**src/common/pmrq_pkg.sv**
```systemverilog
// ==============================
// Shared definitions of the pending memory request queue
// Queue depth, pointer and count widths, full margin
// Memory op encoding, instruction, replay and slot structs
// ==============================

package pmrq_pkg;

    // Queue geometry
    localparam int PMRQ_NUM_ENTRIES = 8;     // Number of slots
    localparam int PMRQ_PTR_W       = 3;     // Head and tail width
    localparam int PMRQ_CNT_W       = 4;     // One bit over the pointers, holds 0..8
    localparam int PMRQ_FULL_MARGIN = 3;     // Spare slots for instructions in flight

    // Datapath widths
    localparam int TAG_W  = 7;               // Physical register tag
    localparam int DATA_W = 64;              // Store data and load result
    localparam int ADDR_W = 40;              // Physical address

    // Memory operation kinds
    // Bit 3 marks a store, the low bits give the access size
    typedef enum logic [3:0] {
        MEM_LB = 4'h0,                       // Load byte
        MEM_LH = 4'h1,                       // Load half
        MEM_LW = 4'h2,                       // Load word
        MEM_LD = 4'h3,                       // Load double
        MEM_SB = 4'h8,                       // Store byte
        MEM_SH = 4'h9,                       // Store half
        MEM_SW = 4'hA,                       // Store word
        MEM_SD = 4'hB                        // Store double
    } mem_op_t;

    // One memory instruction as the memory stage sees it
    typedef struct packed {
        logic              valid;            // Instruction present
        logic [4:0]        rd;               // Architectural destination
        mem_op_t           mem_op;           // Access kind
        logic [ADDR_W-1:0] addr;             // Physical address
        logic [DATA_W-1:0] data_rs2;         // Store data, or load data after replay
    } mem_instr_t;

    // Line replay from the cache
    // Strobe for one cycle, wakes every waiting slot with the same tag
    typedef struct packed {
        logic              valid;            // Replay this cycle
        logic [TAG_W-1:0]  tag;              // Tag of the waking request
        logic [DATA_W-1:0] data;             // Replayed data
    } replay_t;

    // Contents of one queue slot
    typedef struct packed {
        mem_instr_t        instr;            // Stored instruction
        logic [TAG_W-1:0]  tag;              // Physical destination tag
        logic              ready;            // Woken by a replay
        logic              occupied;         // Slot holds a live request
    } pmrq_entry_t;

endpackage
```
**src/pmrq/pending_mem_req_queue.sv**
```systemverilog
// ==============================
// Pending memory request queue, top level
// Allocator, one slot per entry in a generate loop, retire block
// Missed memory instructions wait here for their replay
// ==============================

module pending_mem_req_queue (
    input  logic                          clk_i,
    input  logic                          rstn_i,
    input  pmrq_pkg::mem_instr_t          instruction_i,  // From memory stage, level
    input  logic [pmrq_pkg::TAG_W-1:0]    tag_i,          // Physical destination tag
    input  pmrq_pkg::replay_t             replay_i,       // From cache, one-cycle strobe
    input  logic                          flush_i,        // Empty the queue
    input  logic                          advance_head_i, // Retire the head
    output pmrq_pkg::mem_instr_t          finish_instr_o, // To write-back
    output logic                          full_o          // Back-pressure
);

    // Allocator to entries
    logic                                  write_en;
    logic [pmrq_pkg::PMRQ_NUM_ENTRIES-1:0] write_sel;

    // Retire block to allocator and entries
    logic                                  advance_en;
    logic [pmrq_pkg::PMRQ_NUM_ENTRIES-1:0] free_sel;

    // Entries to retire block
    pmrq_pkg::pmrq_entry_t                 entries [pmrq_pkg::PMRQ_NUM_ENTRIES];

    // Tail, count and full flag
    pmrq_alloc u_alloc (
        .clk_i         (clk_i),
        .rstn_i        (rstn_i),
        .instr_valid_i (instruction_i.valid),
        .flush_i       (flush_i),
        .advance_en_i  (advance_en),
        .write_en_o    (write_en),
        .write_sel_o   (write_sel),
        .full_o        (full_o)
    );

    // Slots
    // Each sees every replay, only the tail slot sees the write
    for (genvar i = 0; i < pmrq_pkg::PMRQ_NUM_ENTRIES; i++) begin : gen_entry
        pmrq_entry u_entry (
            .clk_i    (clk_i),
            .rstn_i   (rstn_i),
            .write_i  (write_en & write_sel[i]),
            .instr_i  (instruction_i),
            .tag_i    (tag_i),
            .replay_i (replay_i),
            .free_i   (free_sel[i]),
            .flush_i  (flush_i),
            .entry_o  (entries[i])
        );
    end

    // Head, finish and retire grant
    pmrq_retire u_retire (
        .clk_i          (clk_i),
        .rstn_i         (rstn_i),
        .entries_i      (entries),
        .advance_head_i (advance_head_i),
        .flush_i        (flush_i),
        .advance_en_o   (advance_en),
        .free_sel_o     (free_sel),
        .finish_instr_o (finish_instr_o)
    );

endmodule

```
**src/pmrq/pmrq_retire.sv**
```systemverilog
// ==============================
// Retire side of the pending memory request queue
// Head pointer and head slot select
// Finish output and advance enable
// ==============================

module pmrq_retire (
    input  logic                                  clk_i,
    input  logic                                  rstn_i,
    input  pmrq_pkg::pmrq_entry_t                 entries_i [pmrq_pkg::PMRQ_NUM_ENTRIES],
    input  logic                                  advance_head_i, // Pipeline retires head
    input  logic                                  flush_i,        // Empty the queue
    output logic                                  advance_en_o,   // Retire granted
    output logic [pmrq_pkg::PMRQ_NUM_ENTRIES-1:0] free_sel_o,     // One-hot slot to free
    output pmrq_pkg::mem_instr_t                  finish_instr_o  // Oldest woken request
);

    logic [pmrq_pkg::PMRQ_PTR_W-1:0] head;        // Oldest slot
    pmrq_pkg::pmrq_entry_t           head_entry;  // Contents at head
    logic                            head_done;   // Head woken and live

    assign head_entry = entries_i[head];
    assign head_done  = head_entry.occupied & head_entry.ready;

    // Finish presents only a live, woken head, otherwise all zero
    assign finish_instr_o = head_done ? head_entry.instr : '0;

    // Retire needs a live head, ready is left to the pipeline
    assign advance_en_o = advance_head_i & head_entry.occupied & ~flush_i;

    // One-hot free of the head slot
    always_comb begin
        for (int i = 0; i < pmrq_pkg::PMRQ_NUM_ENTRIES; i++) begin
            free_sel_o[i] = advance_en_o & (head == pmrq_pkg::PMRQ_PTR_W'(i));
        end
    end

    // Head pointer, wraps with the tail
    always_ff @(posedge clk_i, negedge rstn_i) begin
        if (!rstn_i) begin
            head <= '0;
        end else if (flush_i) begin
            head <= '0;                        // Back in line with the tail
        end else if (advance_en_o) begin
            head <= head + pmrq_pkg::PMRQ_PTR_W'(1);
        end
    end

endmodule

```
**src/pmrq/pmrq_entry.sv**
```systemverilog
// ==============================
// One slot of the pending memory request queue
// Holds instruction and tag, matches replays
// Keeps the ready and occupied bits
// ==============================

module pmrq_entry (
    input  logic                          clk_i,
    input  logic                          rstn_i,
    input  logic                          write_i,    // Load a new request
    input  pmrq_pkg::mem_instr_t          instr_i,    // Incoming instruction
    input  logic [pmrq_pkg::TAG_W-1:0]    tag_i,      // Its destination tag
    input  pmrq_pkg::replay_t             replay_i,   // Cache replay strobe
    input  logic                          free_i,     // Head retires this slot
    input  logic                          flush_i,    // Drop everything
    output pmrq_pkg::pmrq_entry_t         entry_o     // Slot contents to retire side
);

    pmrq_pkg::mem_instr_t          instr_q;     // Stored instruction
    logic [pmrq_pkg::TAG_W-1:0]    tag_q;       // Stored tag
    logic                          ready_q;     // Woken
    logic                          occupied_q;  // Live request
    logic                          replay_hit;  // Replay targets this slot

    // Only a live slot may be woken
    // A freed slot with an old tag stays quiet
    assign replay_hit = replay_i.valid & occupied_q & (replay_i.tag == tag_q);

    // Control bits
    always_ff @(posedge clk_i, negedge rstn_i) begin
        if (!rstn_i) begin
            occupied_q <= 1'b0;
            ready_q    <= 1'b0;
        end else if (flush_i) begin
            occupied_q <= 1'b0;
            ready_q    <= 1'b0;
        end else if (write_i) begin
            occupied_q <= 1'b1;
            ready_q    <= 1'b0;               // Waits for its replay
        end else if (free_i) begin
            occupied_q <= 1'b0;
            ready_q    <= 1'b0;
        end else if (replay_hit) begin
            ready_q    <= 1'b1;
        end
    end

    // Payload
    // A write in the same cycle as a matching replay is not woken
    always_ff @(posedge clk_i) begin
        if (write_i) begin
            instr_q <= instr_i;
            tag_q   <= tag_i;
        end else if (replay_hit) begin
            instr_q.data_rs2 <= replay_i.data;  // Replayed data replaces rs2
        end
    end

    assign entry_o = '{
        instr:    instr_q,
        tag:      tag_q,
        ready:    ready_q,
        occupied: occupied_q
    };

endmodule

```
**src/pmrq/pmrq_alloc.sv**
```systemverilog
// ==============================
// Allocation side of the pending memory request queue
// Tail pointer, occupancy count, write accept
// One-hot slot select and the full flag
// ==============================

module pmrq_alloc (
    input  logic                                 clk_i,
    input  logic                                 rstn_i,
    input  logic                                 instr_valid_i,  // Pipeline offers an instr
    input  logic                                 flush_i,        // Empty the queue
    input  logic                                 advance_en_i,   // Head retires this cycle
    output logic                                 write_en_o,     // Slot at tail loads
    output logic [pmrq_pkg::PMRQ_NUM_ENTRIES-1:0] write_sel_o,   // One-hot tail slot
    output logic                                 full_o          // Back-pressure to pipeline
);

    // Count level at which full_o rises
    localparam logic [pmrq_pkg::PMRQ_CNT_W-1:0] FULL_LEVEL =
        pmrq_pkg::PMRQ_CNT_W'(pmrq_pkg::PMRQ_NUM_ENTRIES - pmrq_pkg::PMRQ_FULL_MARGIN);

    localparam logic [pmrq_pkg::PMRQ_CNT_W-1:0] MAX_COUNT =
        pmrq_pkg::PMRQ_CNT_W'(pmrq_pkg::PMRQ_NUM_ENTRIES);

    logic [pmrq_pkg::PMRQ_PTR_W-1:0] tail;     // Next free slot
    logic [pmrq_pkg::PMRQ_CNT_W-1:0] count;    // Occupied slots
    logic                            has_room; // At least one slot free

    assign has_room = (count < MAX_COUNT);

    // Accept only with room left, flush wins over a write
    assign write_en_o = instr_valid_i & has_room & ~flush_i;

    // Decode tail into a one-hot select
    always_comb begin
        for (int i = 0; i < pmrq_pkg::PMRQ_NUM_ENTRIES; i++) begin
            write_sel_o[i] = (tail == pmrq_pkg::PMRQ_PTR_W'(i));
        end
    end

    // Tail moves with every accepted write and wraps at the depth
    always_ff @(posedge clk_i, negedge rstn_i) begin
        if (!rstn_i) begin
            tail <= '0;
        end else if (flush_i) begin
            tail <= '0;
        end else if (write_en_o) begin
            tail <= tail + pmrq_pkg::PMRQ_PTR_W'(1);
        end
    end

    // Occupancy count
    always_ff @(posedge clk_i, negedge rstn_i) begin
        if (!rstn_i) begin
            count <= '0;
        end else if (flush_i) begin
            count <= '0;                       // Every slot freed at once
        end else begin
            case ({write_en_o, advance_en_i})
                2'b10:   count <= count + pmrq_pkg::PMRQ_CNT_W'(1);
                2'b01:   count <= count - pmrq_pkg::PMRQ_CNT_W'(1);
                default: count <= count;        // Idle, or write and retire cancel
            endcase
        end
    end

    // Raised early so instructions already in flight still fit
    // Also high while flushing and while in reset
    assign full_o = (count >= FULL_LEVEL) | flush_i | ~rstn_i;

endmodule

```
**config.mk**
```make
export PLATFORM = sky130hd
export DESIGN_NAME = pending_mem_req_queue
export DESIGN_NICKNAME = d
export VERILOG_FILES = /design/src/common/pmrq_pkg.sv /design/src/pmrq/pending_mem_req_queue.sv /design/src/pmrq/pmrq_retire.sv /design/src/pmrq/pmrq_entry.sv /design/src/pmrq/pmrq_alloc.sv
export SDC_FILE = /design/constraint.sdc
export NUM_CORES = 2
export LEC_CHECK = 0
export BUFFER_PORTS_ARGS = -buffer_cell sky130_fd_sc_hd__buf_2
export CAP_MARGIN = 25
export CELL_PAD_IN_SITES_DETAIL_PLACEMENT = 1
export CELL_PAD_IN_SITES_GLOBAL_PLACEMENT = 1
export CORE_ASPECT_RATIO = 0.6
export CORE_MARGIN = 4
export CORE_UTILIZATION = 37
export CTS_CLUSTER_DIAMETER = 200
export DETAILED_ROUTE_END_ITERATION = 16
export GPL_ROUTABILITY_DRIVEN = 0
export MAX_ROUTING_LAYER = met4
export PLACE_DENSITY = 0.67
export SLEW_MARGIN = 10
export SYNTH_ARGS = -nofsm -noshare
export SYNTH_HDL_FRONTEND = slang
export SYNTH_SLANG_ARGS = --single-unit
export TNS_END_PERCENT = 5
```
**constraint.sdc**
```tcl
create_clock -name clk_i -period 13.1 [get_ports clk_i]
set_input_delay 0.655 -clock clk_i [delete_from_list [all_inputs] [get_ports clk_i]]
set_output_delay 0.655 -clock clk_i [all_outputs]
set_load 0.03 [all_outputs]
```
==> metrics.yaml <==
setup_path:
  cp-start-kind: "flop"
  reg2regPathDepth: 5
  rr_startpoint: "u_alloc.count[3]"
  cpPeakStageDelay_ps: 950
  crit_path_cell_trace: "buf_4 > inv_1 > mux2i_1 > nor3b_1 > a31oi_4 > buf_4 > buf_4 > a21oi_1 > buf_2"
  crit_type: "flop to output port"
  worstSetupEndpoint: "finish_instr_o[53]"
  worst-path-buf-inv: 5
  reg2reg_slack_ps: 9190
  critPathMostFrequentCell: "buf_4"
  timing.rr.end: "gen_entry[3].u_entry.entry_o[68]"
  required_ps: 12440
  endpoint_kind: "output port"
  cpMaxStageDelayCell: "dfrtp_4"
  crit_family: "buffers and inverters"
  crit_path_max_fanout: 50
  cp.depth: 9
  cp.arrival_ps: 4760
  critPathLaunch: "u_retire.head[1]"
synthesis:
  synth_compound_area_share_pct: 1.88
  ys_seq_elements: 994
  syn_avg_cell_area_um2: 16.3
  ys_warn_count: 0
  mappedNetlistNets: 2936
  synth_cells: 2725
  yosys.area_share.simple_pct: 6.27
  ys_types: 41
  synthXorXnorAreaFrac_pct: 1.18
  synthAdderAreaFrac_pct: 0.417
  synth_top_family_by_area: "multiplexers"
  synthMuxAreaShare_pct: 21.6
  synthesis.area_um2: 44400
  ys_seq_area_share_pct: 66.9
clock_tree:
  cts_tree: "done"
  clock_path_buffers: 3
  clk-insertion-delay-late_ps: 700
  cts_sinks: 994
  cts_max_level: 3
  cts_buffers: 99
  clk_pin_slew_worst_paths_ps: 60
  post_cts_resized: 0
  root_buffer: "clkbuf_16"
cells_and_area:
  final_cell_mix: "edfxtp_1, nand2_1, mux2_2"
  syn_to_final_growth_pct: 14.8
  drive_gt1_share_pct: 37.1
  final_common_cell: "edfxtp_1"
  nNetsFinal: 3217
routing:
  drt_wl_total_um: 132000
  drtAntennaViolNets: 0
  post_drt_wl_per_cell_um: 28.0
  vias: 25700
  first_iter_violations: 2163
  firstDrtPassIters: 5
  viasPerCell: 5.45
  drc_errors: 0
grt:
  grt_use_met1_pct: 29.2
  antenna_found_initial: 26
  grt_pass1_wl_um: 195000
  grtUsageMet3_pct: 3.35
  track_usage_pct: 21.6
  grtUsageMet2_pct: 34.6
  grt_max_degree: 73
  first_global_vias: 28400
  busiest_layer: "met2"
  gr-total-overflow: 0
pwr:
  finalPower_uw: 7620
  vdd_drop_max_mv: 0.101
  cellLeakagePower_uw: 0.0173
  powerDensity_nw_per_um2: 149
floorplan:
  start_util_pct: 37.3
  die_height_um: 276
  core-area_um2: 119000
  fp-row-count: 98
  io_pins: 312
  dieArea_um2: 126000
  die_w_um: 455
placement:
  post-dp-hpwl_um: 74500
  pre_cts_ws_ps: 8380
  port_buffers: 311
run:
  maxCapViolCount: 0
sta:
  worst_pin_slew_ps: 1120
  maxSlewHeadroom_pct: 24.6
  report.final.hold_viol_count: 0
  post-route-min-period_ps: 5410
  fin_worst_skew_ps: 29.6
  setup_viol_count_final: 0
  finalMaxSlewViolations: 0
  period_share_pct: 41.3
  rsz0062_at_grt: "false"
  setup_tns_ps: 0
  clock.fmax_mhz: 185
  worst_slack_ps: 7690
hold_path:
  hold_path.class: "primary input to flop"
outcome:
  outcome: "complete, no violations"
-- flip-flops by register name, indices dropped and copies added, names as in the netlist --
register / cells
gen_entry.u_entry.entry_o: 912
gen_entry.u_entry.tag_q: 56
gen_entry.u_entry.occupied_q: 8
gen_entry.u_entry.ready_q: 8
u_alloc.count: 4
u_alloc.tail: 3
u_retire.head: 3
-- per-layer routing --
metal | wire length [um] | vias up | share of wire [%]
met5 | 0 | - | 0
met4 | 2610 | 0 | 2.0
met3 | 6290 | 172 | 4.8
met2 | 65200 | 675 | 49
met1 | 57800 | 13800 | 44
li1 | - | 11100 | -
-- layout make-up --
class / instances / area [um^2]
fillers: 11800 / 68200
flip-flops and latches: 994 / 29700
multi-input cells: 1545 / 14000
clock buffers: 119 / 2550
well taps: 1600 / 2000
repair buffers: 357 / 1960
clock inverters: 68 / 662
diodes: 21 / 52.6
inverters: 9 / 46.3
-- worst reg2reg max path: stages, from the launching register on --
cell and delay [ps]:
dfrtp_1 420, nor2_1 320, and3_4 690, buf_4 880
buf_4 810, mux2_2 530
-- synthesized netlist by cell type --
cell type    n  area (um^2)
edfxtp_1   968        29100
nand2_1    618         2320
mux2_2     384         4320
mux4_2     230         5180
a21oi_1    126          631
clkbuf_1    86          323
buf_2       70          350
xnor2_1     42          368
dfrtp_1     26          651
buf_1       20         75.1
xor2_1      18          158
ha_1        14          175
nor2_1      13         48.8
nand3_1     10         50.1
nand4_1     10         62.6
a21o_1       9         67.6
and3_1       9         56.3
nor3b_1      9         67.6
inv_1        8         30.0
or2_2        8         50.1
nor4_1       6         37.5
o21ai_0      6         30.0
and2_1       4         25.0
mux2i_1      4         40.0
a31oi_1      3         18.8
nor3_1       3         15.0
a211oi_1     2         15.0
a2bb2oi_2    2         30.0
mux2_4       2         30.0
nand2b_1     2         12.5
nor2b_1      2         12.5
o21bai_1     2         15.0
a31o_2       1         8.76
a31oi_2      1         12.5
and4_1       1         8.76
buf_6        1         11.3
inv_2        1         3.75
maj3_1       1         10.0
o31ai_1      1         7.51
or3b_1       1         8.76
or4_1        1         7.51
-- timing repair --
action / in CTS / in global routing
endpoints found under the hold margin: 26 / 0
hold buffers: 1 / 0
buffers inserted: 0 / 0
-- how the worst min path moves through the flow --
stage                                     from                           endpoint  slack (ps)  depth (start not counted)
2_1_floorplan                           rstn_i    gen_entry[0].u_entry.occupied_q         360                          0
3_3_place_gp   gen_entry[5].u_entry.occupied_q    gen_entry[5].u_entry.occupied_q         500                          1
3_5_place_dp   gen_entry[5].u_entry.occupied_q    gen_entry[5].u_entry.occupied_q         500                          1
4_1_cts                      instruction_i[90]   gen_entry[0].u_entry.entry_o[99]         150                          1
5_1_grt                     instruction_i[106]  gen_entry[1].u_entry.entry_o[115]         180                          1
6_report                    instruction_i[110]  gen_entry[6].u_entry.entry_o[119]         220                          1
-- power by group --
| part | switching [uW] | internal [uW] |
|---|---|---|
| clock network | 1280 | 1580 |
| registers | 54.5 | 3590 |
| logic | 620 | 484 |
-- stage by stage --
| step | hold WS [ps] | util [%] | cell area [um^2] | std cells |
|---|---|---|---|---|
| floorplan | 359 | - | 44400 | 2725 |
| global placement | 499 | 40.0 | 47600 | 4501 |
| detailed placement | 503 | 40.0 | 47700 | 4502 |
| CTS | 151 | 42.7 | 50900 | 4690 |
| global route | 175 | 42.8 | 51000 | 4712 |
| finish | 219 | 42.8 | 51000 | 4713 |
-- cell families (layout without fill, tap and decap cells) --
family                   count (synthesis)  after routing
other                                    0             21
AND/OR/NAND/NOR                        697            697
adder cells (fa/ha/maj)                 15             15
XOR/XNOR                                60             60
AO/OA/AOI/OAI                          153            153
flip-flops                             994            994
buffers and inverters                  186            553
multiplexers                           620            620
Note: power is estimated with default switching activity, not from simulation.
